`src/usb_tx_config.svh`:
```
`ifndef USB_TX_CONFIG_SVH
`define USB_TX_CONFIG_SVH

// sync pattern KJKJKJKK, sent lsb first
`define USB_SYNC_BYTE 8'h80

// full pid bytes, check nibble in the upper half
`define USB_PID_DATA0 8'hC3
`define USB_PID_ACK 8'hD2
`define USB_PID_NAK 8'h5A

// crc16 in reflected form
`define USB_CRC16_POLY 16'hA001
`define USB_CRC16_SEED 16'hFFFF

// a zero goes in after this many ones
`define USB_STUFF_RUN 3'd6

`endif

```
`src/usb_tx_pkg.sv`:
```
`default_nettype none

package usb_tx_pkg;

        // 0 none, 1 data0, 2 ack, 3 nak
        typedef logic [1:0] tx_req_t;

        typedef logic [7:0] usb_byte_t;
        typedef logic [15:0] usb_crc_t;
        typedef logic [6:0] pkt_size_t;

        typedef enum logic {
                PKT_DATA,
                PKT_HANDSHAKE
        } pkt_kind_t;

        typedef enum logic [2:0] {
                IDLE,
                SYNC,
                PID,
                DATA,
                CRC_LOW,
                CRC_HIGH,
                EOP
        } seq_state_t;

        typedef enum logic [2:0] {
                ENC_IDLE,
                ENC_BITS,
                ENC_SE0_1,
                ENC_SE0_2,
                ENC_J
        } enc_state_t;

endpackage

`default_nettype wire

```
`src/usb_tx_byte_if.sv`:
```
`timescale 1ns/10ps
`default_nettype none

interface usb_tx_byte_if;

        usb_tx_pkg::usb_byte_t byte_data;
        logic byte_valid;
        logic byte_eop;
        // encoder took the byte or the eop
        logic byte_load;

        modport source (
                output byte_data,
                output byte_valid,
                output byte_eop,
                input byte_load
        );

        modport sink (
                input byte_data,
                input byte_valid,
                input byte_eop,
                output byte_load
        );

endinterface

`default_nettype wire

```
`src/usb_tx.sv`:
```
`timescale 1ns/10ps
`default_nettype none

module usb_tx (
        input wire logic clk,
        input wire logic arst_n,
        input wire usb_tx_pkg::tx_req_t tx_packet,
        input wire usb_tx_pkg::usb_byte_t tx_packet_data,
        input wire usb_tx_pkg::pkt_size_t tx_packet_data_size,
        output logic get_data,
        output logic busy,
        output logic tx_done,
        output logic dp,
        output logic dm
);

        logic start;
        usb_tx_pkg::usb_byte_t pid;
        usb_tx_pkg::pkt_kind_t kind;
        usb_tx_pkg::pkt_size_t size;

        usb_tx_byte_if byte_bus ();

        // request capture and pid lookup
        usb_tx_pid_decode u_decode (
                .clk                 (clk),
                .arst_n              (arst_n),
                .tx_packet           (tx_packet),
                .tx_packet_data_size (tx_packet_data_size),
                .done                (tx_done),
                .start               (start),
                .pid                 (pid),
                .kind                (kind),
                .size                (size),
                .busy                (busy)
        );

        usb_tx_sequencer u_sequencer (
                .clk            (clk),
                .arst_n         (arst_n),
                .start          (start),
                .pid            (pid),
                .kind           (kind),
                .size           (size),
                .tx_packet_data (tx_packet_data),
                .get_data       (get_data),
                .done           (tx_done),
                .bus            (byte_bus)
        );

        usb_tx_line_encoder u_encoder (
                .clk    (clk),
                .arst_n (arst_n),
                .bus    (byte_bus),
                .dp     (dp),
                .dm     (dm)
        );

endmodule

`default_nettype wire

```
`src/usb_tx_line_encoder.sv`:
```
`timescale 1ns/10ps
`default_nettype none

`include "usb_tx_config.svh"

module usb_tx_line_encoder (
        input wire logic clk,
        input wire logic arst_n,
        usb_tx_byte_if.sink bus,
        output logic dp,
        output logic dm
);

        usb_tx_pkg::enc_state_t state;
        usb_tx_pkg::usb_byte_t shreg;
        // data bits of the current byte already on the line
        logic [3:0] bit_cnt;
        logic [2:0] ones_cnt;
        // previous line level, 1 is J
        logic last_level;
        logic stuff_now;
        logic level;
        logic empty;
        logic take_byte;

        assign stuff_now = (ones_cnt == `USB_STUFF_RUN);
        // nrzi: zero toggles, one keeps
        assign level = (!stuff_now && shreg[0]) ? last_level : ~last_level;

        // last line bit of this byte, trailing stuff bit included
        assign empty = (state == usb_tx_pkg::ENC_BITS) &&
                (stuff_now ? (bit_cnt == 4'd8) :
                 ((bit_cnt == 4'd7) && !(shreg[0] && (ones_cnt == `USB_STUFF_RUN - 3'd1))));

        assign take_byte = ((state == usb_tx_pkg::ENC_IDLE) || empty) && bus.byte_valid;
        assign bus.byte_load = take_byte ||
                ((state == usb_tx_pkg::ENC_J) && bus.byte_eop);

        always_comb begin
                case (state)
                        usb_tx_pkg::ENC_BITS: begin
                                dp = level;
                                dm = ~level;
                        end
                        usb_tx_pkg::ENC_SE0_1, usb_tx_pkg::ENC_SE0_2: begin
                                dp = 1'b0;
                                dm = 1'b0;
                        end
                        default: begin
                                dp = 1'b1;
                                dm = 1'b0;
                        end
                endcase
        end

        always_ff @(posedge clk or negedge arst_n) begin
                if (!arst_n) begin
                        state <= usb_tx_pkg::ENC_IDLE;
                        bit_cnt <= '0;
                        ones_cnt <= '0;
                        last_level <= 1'b1;
                end else begin
                        last_level <= (state == usb_tx_pkg::ENC_BITS) ? level : 1'b1;
                        case (state)
                                usb_tx_pkg::ENC_IDLE: begin
                                        if (bus.byte_valid) begin
                                                state <= usb_tx_pkg::ENC_BITS;
                                                bit_cnt <= '0;
                                        end else if (bus.byte_eop) begin
                                                state <= usb_tx_pkg::ENC_SE0_1;
                                        end
                                end
                                usb_tx_pkg::ENC_BITS: begin
                                        if (stuff_now) begin
                                                ones_cnt <= '0;
                                        end else begin
                                                ones_cnt <= shreg[0] ? ones_cnt + 3'd1 : 3'd0;
                                                bit_cnt <= bit_cnt + 4'd1;
                                        end
                                        if (empty) begin
                                                if (bus.byte_valid) begin
                                                        bit_cnt <= '0;
                                                end else if (bus.byte_eop) begin
                                                        state <= usb_tx_pkg::ENC_SE0_1;
                                                end else begin
                                                        state <= usb_tx_pkg::ENC_IDLE;
                                                end
                                        end
                                end
                                usb_tx_pkg::ENC_SE0_1: begin
                                        state <= usb_tx_pkg::ENC_SE0_2;
                                        ones_cnt <= '0;
                                end
                                usb_tx_pkg::ENC_SE0_2: begin
                                        state <= usb_tx_pkg::ENC_J;
                                end
                                default: begin
                                        state <= usb_tx_pkg::ENC_IDLE;
                                end
                        endcase
                end
        end

        // stuff cycles leave the shift register alone
        always_ff @(posedge clk) begin
                if (take_byte) begin
                        shreg <= bus.byte_data;
                end else if ((state == usb_tx_pkg::ENC_BITS) && !stuff_now) begin
                        shreg <= shreg >> 1;
                end
        end

        a_no_se1: assert property (@(posedge clk) disable iff (!arst_n)
                !(dp && dm));

        a_ones_bound: assert property (@(posedge clk) disable iff (!arst_n)
                ones_cnt <= `USB_STUFF_RUN);

endmodule

`default_nettype wire

```
`src/usb_tx_pid_decode.sv`:
```
`timescale 1ns/10ps
`default_nettype none

`include "usb_tx_config.svh"

module usb_tx_pid_decode (
        input wire logic clk,
        input wire logic arst_n,
        input wire usb_tx_pkg::tx_req_t tx_packet,
        input wire usb_tx_pkg::pkt_size_t tx_packet_data_size,
        input wire logic done,
        output logic start,
        output usb_tx_pkg::usb_byte_t pid,
        output usb_tx_pkg::pkt_kind_t kind,
        output usb_tx_pkg::pkt_size_t size,
        output logic busy
);

        logic busy_r;
        logic accept;

        // busy already low in the done cycle
        assign busy = busy_r && !done;
        assign accept = !busy && (tx_packet != 2'd0);

        always_ff @(posedge clk or negedge arst_n) begin
                if (!arst_n) begin
                        busy_r <= 1'b0;
                        start <= 1'b0;
                end else begin
                        start <= accept;
                        if (accept) begin
                                busy_r <= 1'b1;
                        end else if (done) begin
                                busy_r <= 1'b0;
                        end
                end
        end

        // request code to pid byte and packet kind
        always_ff @(posedge clk) begin
                if (accept) begin
                        case (tx_packet)
                                2'd1: begin
                                        pid <= `USB_PID_DATA0;
                                        kind <= usb_tx_pkg::PKT_DATA;
                                        size <= tx_packet_data_size;
                                end
                                2'd2: begin
                                        pid <= `USB_PID_ACK;
                                        kind <= usb_tx_pkg::PKT_HANDSHAKE;
                                        size <= '0;
                                end
                                default: begin
                                        pid <= `USB_PID_NAK;
                                        kind <= usb_tx_pkg::PKT_HANDSHAKE;
                                        size <= '0;
                                end
                        endcase
                end
        end

        // start only on the rising edge of busy
        a_start_from_idle: assert property (@(posedge clk) disable iff (!arst_n)
                start |-> $rose(busy));

endmodule

`default_nettype wire

```
`src/usb_tx_sequencer.sv`:
```
`timescale 1ns/10ps
`default_nettype none

`include "usb_tx_config.svh"

module usb_tx_sequencer (
        input wire logic clk,
        input wire logic arst_n,
        input wire logic start,
        input wire usb_tx_pkg::usb_byte_t pid,
        input wire usb_tx_pkg::pkt_kind_t kind,
        input wire usb_tx_pkg::pkt_size_t size,
        input wire usb_tx_pkg::usb_byte_t tx_packet_data,
        output logic get_data,
        output logic done,
        usb_tx_byte_if.source bus
);

        usb_tx_pkg::seq_state_t state;
        usb_tx_pkg::seq_state_t state_nxt;
        usb_tx_pkg::usb_byte_t data_nxt;
        usb_tx_pkg::usb_crc_t crc;
        // payload bytes still to fetch
        usb_tx_pkg::pkt_size_t count;
        logic fetch;

        // one byte into the crc, lsb first
        function automatic usb_tx_pkg::usb_crc_t crc16_byte(
                input usb_tx_pkg::usb_crc_t crc_in,
                input usb_tx_pkg::usb_byte_t data
        );
                usb_tx_pkg::usb_crc_t c;
                logic fb;
                c = crc_in;
                for (int i = 0; i < 8; i++) begin
                        fb = c[0] ^ data[i];
                        c = c >> 1;
                        if (fb) begin
                                c = c ^ `USB_CRC16_POLY;
                        end
                end
                return c;
        endfunction

        assign bus.byte_valid = (state != usb_tx_pkg::IDLE) && (state != usb_tx_pkg::EOP);
        assign bus.byte_eop = (state == usb_tx_pkg::EOP);

        always_comb begin
                state_nxt = state;
                data_nxt = bus.byte_data;
                fetch = 1'b0;
                case (state)
                        usb_tx_pkg::IDLE: begin
                                if (start) begin
                                        state_nxt = usb_tx_pkg::SYNC;
                                        data_nxt = `USB_SYNC_BYTE;
                                end
                        end
                        usb_tx_pkg::SYNC: begin
                                if (bus.byte_load) begin
                                        state_nxt = usb_tx_pkg::PID;
                                        data_nxt = pid;
                                end
                        end
                        // pid and data bytes share the payload decision
                        usb_tx_pkg::PID, usb_tx_pkg::DATA: begin
                                if (bus.byte_load) begin
                                        if (kind == usb_tx_pkg::PKT_HANDSHAKE) begin
                                                state_nxt = usb_tx_pkg::EOP;
                                        end else if (count != '0) begin
                                                state_nxt = usb_tx_pkg::DATA;
                                                data_nxt = tx_packet_data;
                                                fetch = 1'b1;
                                        end else begin
                                                state_nxt = usb_tx_pkg::CRC_LOW;
                                                data_nxt = ~crc[7:0];
                                        end
                                end
                        end
                        usb_tx_pkg::CRC_LOW: begin
                                if (bus.byte_load) begin
                                        state_nxt = usb_tx_pkg::CRC_HIGH;
                                        data_nxt = ~crc[15:8];
                                end
                        end
                        usb_tx_pkg::CRC_HIGH: begin
                                if (bus.byte_load) begin
                                        state_nxt = usb_tx_pkg::EOP;
                                end
                        end
                        usb_tx_pkg::EOP: begin
                                if (bus.byte_load) begin
                                        state_nxt = usb_tx_pkg::IDLE;
                                end
                        end
                        default: begin
                                state_nxt = usb_tx_pkg::IDLE;
                        end
                endcase
        end

        always_ff @(posedge clk or negedge arst_n) begin
                if (!arst_n) begin
                        state <= usb_tx_pkg::IDLE;
                        crc <= `USB_CRC16_SEED;
                        count <= '0;
                        get_data <= 1'b0;
                        done <= 1'b0;
                end else begin
                        state <= state_nxt;
                        get_data <= fetch;
                        done <= (state == usb_tx_pkg::EOP) && bus.byte_load;
                        if (start && (state == usb_tx_pkg::IDLE)) begin
                                crc <= `USB_CRC16_SEED;
                                count <= size;
                        end else if (fetch) begin
                                crc <= crc16_byte(crc, tx_packet_data);
                                count <= count - 7'd1;
                        end
                end
        end

        always_ff @(posedge clk) begin
                bus.byte_data <= data_nxt;
        end

        a_valid_eop_excl: assert property (@(posedge clk) disable iff (!arst_n)
                !(bus.byte_valid && bus.byte_eop));

        // held until the encoder takes it
        a_data_held: assert property (@(posedge clk) disable iff (!arst_n)
                (bus.byte_valid && !bus.byte_load) |=> $stable(bus.byte_data));

endmodule

`default_nettype wire

```
`config.mk`:
```
export PLATFORM = sky130hd
export DESIGN_NAME = usb_tx
export DESIGN_NICKNAME = d
export VERILOG_FILES = /design/src/usb_tx_pkg.sv /design/src/usb_tx_byte_if.sv /design/src/usb_tx.sv /design/src/usb_tx_line_encoder.sv /design/src/usb_tx_pid_decode.sv /design/src/usb_tx_sequencer.sv
export VERILOG_INCLUDE_DIRS = /design/src /design/src/src
export SDC_FILE = /design/constraint.sdc
export NUM_CORES = 1
export LEC_CHECK = 0
export BUFFER_PORTS_ARGS = -buffer_cell sky130_fd_sc_hd__clkbuf_2
export CAP_MARGIN = 20
export CORE_MARGIN = 5
export CORE_UTILIZATION = 55
export DETAILED_ROUTE_END_ITERATION = 6
export MAX_ROUTING_LAYER = met4
export PLACE_DENSITY = 0.76
export REMOVE_ABC_BUFFERS = 1
export SLEW_MARGIN = 5
export SYNTH_ARGS = -nofsm -noshare
export SYNTH_HDL_FRONTEND = slang
export SYNTH_SLANG_ARGS = --single-unit
```
`constraint.sdc`:
```
create_clock -name clk -period 2.28 [get_ports clk]
set_clock_uncertainty 0.2 [all_clocks]
set_input_delay 0.456 -clock clk [delete_from_list [all_inputs] [get_ports clk]]
set_output_delay 0.456 -clock clk [all_outputs]
set_load 0.05 [all_outputs]
```
==> impl_results.rst <==
.. list-table::
   :header-rows: 1

   * - Metric
     - Value
   * - Run status
     - finished with violations
   * - Failing checks
     - setup timing
   * - IO Port Bufs
     - 23
   * - Final non-filler cell total
     - 534
   * - Placeable core region
     - 6390 um2
   * - Worst vdd rail ir drop
     - between 0.001 and 0.0015 V
   * - Seq cells post-synth
     - 68
   * - Setup repair after global routing missed its margin
     - true
   * - Count of nets left with antenna violations after detail routing
     - 0
   * - Global-route wire length before repair
     - 14.2 mm
   * - Clock tree from TritonCTS
     - built
   * - Total routed wire length on the met1 layer
     - between 3 and 4 mm
   * - Worst-case setup margin in the final layout
     - -0.0764 ns
   * - Top flip-flop cell by instance count after synthesis
     - sky130_fd_sc_hd__edfxtp_1
   * - Area Overhead vs Synth
     - 29.6%
   * - Largest net degree at the start of global routing
     - 42
   * - Number of clock buffers inserted by TritonCTS
     - 9
   * - Post-detailed-route wirelength per cell
     - 17.1 um
   * - WL final
     - between 9 and 10 mm
   * - Post-synthesis sequential area ratio
     - around half
   * - Total number of nets in the final design
     - 480
   * - Power per cell area
     - roughly 1400 nW/um2
   * - Tot GR Track Use
     - between 20% and 30%
   * - Total power draw
     - approximately 6.4 mW
   * - Final worst path period need
     - roughly 2.4 ns
   * - Highest signal layer in the routed design
     - met4
   * - GPL Wtd Cong
     - 0.901
   * - Number of optimization iterations in the first detailed-route pass
     - 6
   * - Share of async-settable or async-resettable flops after synthesis
     - 60.3%
   * - Clock network latency to the later pin of the worst-skew pair
     - ~0.34 ns
   * - Wire length on met3
     - 579 um
   * - Setup TNS
     - -0.225 ns
   * - Number of global-route vias before repair
     - between 3k and 4k
   * - Clock H-tree levels
     - 3
   * - N_diodes
     - 0
   * - Vias after detailed routing
     - roughly 3.1k
   * - Fraction of layout instances using a drive strength above 1
     - 32.6%
   * - Initial antenna violation count
     - 0
   * - Slew of the pin with the lowest slew margin
     - ~0.47 ns
   * - Width of the die
     - a little over 90 um
   * - Clock-pin slew of the registers on the worst-case setup and hold paths
     - 0.08 ns
   * - DRC violation count after routing
     - 0
   * - Critical path type
     - reg2out
   * - Worst path arrival time
     - 1.70 ns
   * - Number of slew-limit violations in the final report
     - 0
   * - HPWL Detailed
     - approximately 5.6 mm
   * - Final worst-path cycle share
     - 103%
   * - Grt ovf
     - 0
   * - Vias per inst
     - about 5.9
   * - Cell row count
     - 29
   * - Clock tree root driver cell
     - sky130_fd_sc_hd__clkbuf_8
   * - Critical path required time
     - 1.62 ns
   * - Effective utilization at floorplan
     - between 50% and 60%
   * - Final-report hold violation count
     - 0
   * - DIE AREA
     - about 8300 um2
   * - Cell area after synthesis
     - 3630 um2
   * - Number of failing setup endpoints in the final timing report
     - 11
   * - Max cap viols
     - 0
   * - Leakage Power
     - 2.00 nW
   * - Worst min-delay path category
     - in2reg
   * - Count of unique library cells instantiated by Yosys
     - between 50 and 60
   * - Number of clock sinks seen by CTS
     - 68
   * - Cell count after synthesis
     - between 300 and 400
   * - Warnings, synthesis
     - 0
   * - Worst-path maximum fanout
     - 3
   * - Die boundary height
     - ~91 um
   * - CTS max path bufs
     - 2
   * - Synth Area per Inst
     - 9.60 um2
   * - Number of ports placed on the die boundary
     - 24
   * - Number of enable-type register cells in the synthesized netlist
     - 27
   * - Starting DRC count in detailed routing
     - approximately 310
   * - Kind of launch point of the worst setup path
     - register
   * - Max Fclk
     - around 420 MHz
   * - DP Cell Count
     - 504
   * - Worst relative slew slack
     - between 60% and 70%
   * - Worst Setup End Kind
     - output pin
   * - Routed wl met2
     - ~4.5 mm
## repair_timing
item	CTS	global route
hold buffers	1	0
setup endpoints to repair	26	44
pin swaps	12	8
cloned	0	1
resized for setup	12	44
endpoints found under the hold margin	24	0
setup buffers	11	2
## final timing paths
check                                                  start                               end  slack [ns]  cells after the start
max                        u_encoder.ones_cnt[1]$_DFFE_PN0P_                                dp       -0.08                      7
min                                   tx_packet_data_size[5]    u_decode.size[5]$_SDFFCE_PP0P_        0.20                      2
max reg2reg                   u_encoder.state[1]$_DFFE_PN0P_  u_sequencer.count[6]$_DFFE_PN0P_       -0.02                      7
min reg2reg                  u_sequencer.crc[12]$_DFFE_PN1P_    u_sequencer.crc[4]$_DFFE_PN1P_        0.28                      2
max in group asynchronous                             arst_n    u_sequencer.crc[3]$_DFFE_PN1P_        1.17                      3
min in group asynchronous                             arst_n  u_encoder.bit_cnt[1]$_DFFE_PN0P_        0.42                      3
## report_power, final
part           switching [mW]  internal, mW
clock network           0.455         0.384
logic                    1.69          1.72
registers               0.388          1.80
total                    2.53          3.91
## cell families after synthesis
| group | Yosys count | synth area share, % |
|---|---|---|
| AOI/OAI and AO/OA | 96 | 15.6 |
| xor gates and xnor gates | 22 | 6.10 |
| adders and majority gates | 9 | 3.10 |
| buffers and inverters | 38 | 4.41 |
| DFF | 68 | 51.2 |
| muxes | 6 | 1.69 |
| and+or+nand+nor | 139 | 17.9 |
## state kept, by name, indices dropped and copies added (netlist names)
register / count
u_encoder.bit_cnt: 4
u_sequencer.done: 1
u_sequencer.count: 7
u_decode.start: 1
u_sequencer.state: 3
u_encoder.ones_cnt: 3
u_decode.busy_r: 1
u_sequencer.bus.byte_data: 8
u_sequencer.get_data: 1
u_encoder.state: 3
u_encoder.last_level: 1
u_decode.pid: 4
u_decode.size: 7
u_sequencer.crc: 16
u_encoder.shreg: 8
## worst max-delay path, cell delays in order (launching register included)
cell                       delay (ns)
sky130_fd_sc_hd__dfrtp_1         0.43
sky130_fd_sc_hd__ha_4            0.20
sky130_fd_sc_hd__nand2_4         0.07
sky130_fd_sc_hd__nand2_4         0.10
sky130_fd_sc_hd__xor2_4          0.17
sky130_fd_sc_hd__nor3_4          0.05
sky130_fd_sc_hd__a21oi_1         0.15
sky130_fd_sc_hd__clkbuf_8        0.20
## cell type report
class | instances | area, um2
clock buffers | 10 | 128
repair buffers | 81 | 678
clock inverters | 6 | 31.3
flip-flops and latches | 68 | 1860
well taps | 77 | 96.3
multi-input cells | 272 | 1820
fillers | 426 | 1680
inverters | 20 | 87.6
## Yosys cell counts (2+ instances only)
cell type	number	share of area, %
sky130_fd_sc_hd__inv_1	19	2.0
sky130_fd_sc_hd__clkbuf_1	10	1.0
sky130_fd_sc_hd__nand2_1	56	5.8
sky130_fd_sc_hd__nor2_1	30	3.1
sky130_fd_sc_hd__xor2_1	5	1.2
sky130_fd_sc_hd__o22ai_1	10	1.7
sky130_fd_sc_hd__buf_4	3	0.62
sky130_fd_sc_hd__a21oi_1	40	5.5
sky130_fd_sc_hd__dfrtp_1	24	17
sky130_fd_sc_hd__xnor2_1	15	3.6
sky130_fd_sc_hd__o21a_1	2	0.41
sky130_fd_sc_hd__a31oi_1	4	0.69
sky130_fd_sc_hd__edfxtp_1	27	22
sky130_fd_sc_hd__mux2i_1	5	1.4
sky130_fd_sc_hd__buf_2	3	0.41
sky130_fd_sc_hd__o211ai_1	2	0.41
sky130_fd_sc_hd__buf_1	2	0.21
sky130_fd_sc_hd__ha_1	9	3.1
sky130_fd_sc_hd__and4_1	2	0.48
sky130_fd_sc_hd__o21ai_0	25	3.4
sky130_fd_sc_hd__a31o_2	2	0.48
sky130_fd_sc_hd__nand4_1	5	0.86
sky130_fd_sc_hd__nand3b_1	2	0.41
sky130_fd_sc_hd__and2_1	8	1.4
sky130_fd_sc_hd__nor3_1	17	2.3
sky130_fd_sc_hd__dfstp_2	17	12
sky130_fd_sc_hd__nand2b_1	4	0.69
sky130_fd_sc_hd__nand3_1	4	0.55
sky130_fd_sc_hd__or2_1	2	0.34
## routing by layer
metal | global-route usage [%] | vias up
met5 | - | -
met4 | 8.31 | 0
met3 | 3.14 | 26
met2 | 34.1 | 139
met1 | 27.9 | 1502
li1 | - | 1470
## layout by cell type (no fill, tap or decap), drive strengths merged, types with 10 or more instances in the layout
master  instances
nand2          57
xnor2          15
inv            19
nor2           30
o21ai          25
clkbuf         33
o22ai          10
nor3           17
edfxtp         27
dfrtp          24
dfstp          17
buf            57
a21oi          41
## metrics by stage
step	hold slack (ns)	worst slack, ns	utilization (%)	instance area, um2
after floorplan	-0.0396	-1.13	-	3550
after global placement	0.247	0.0163	65.1	4160
after detailed placement	0.246	-0.0390	65.1	4160
after CTS	0.189	-0.0893	69.9	4460
after global routing	0.192	-0.128	73.7	4700
final	0.195	-0.0764	73.7	4700
Note: power is estimated with default switching activity, not from simulation.
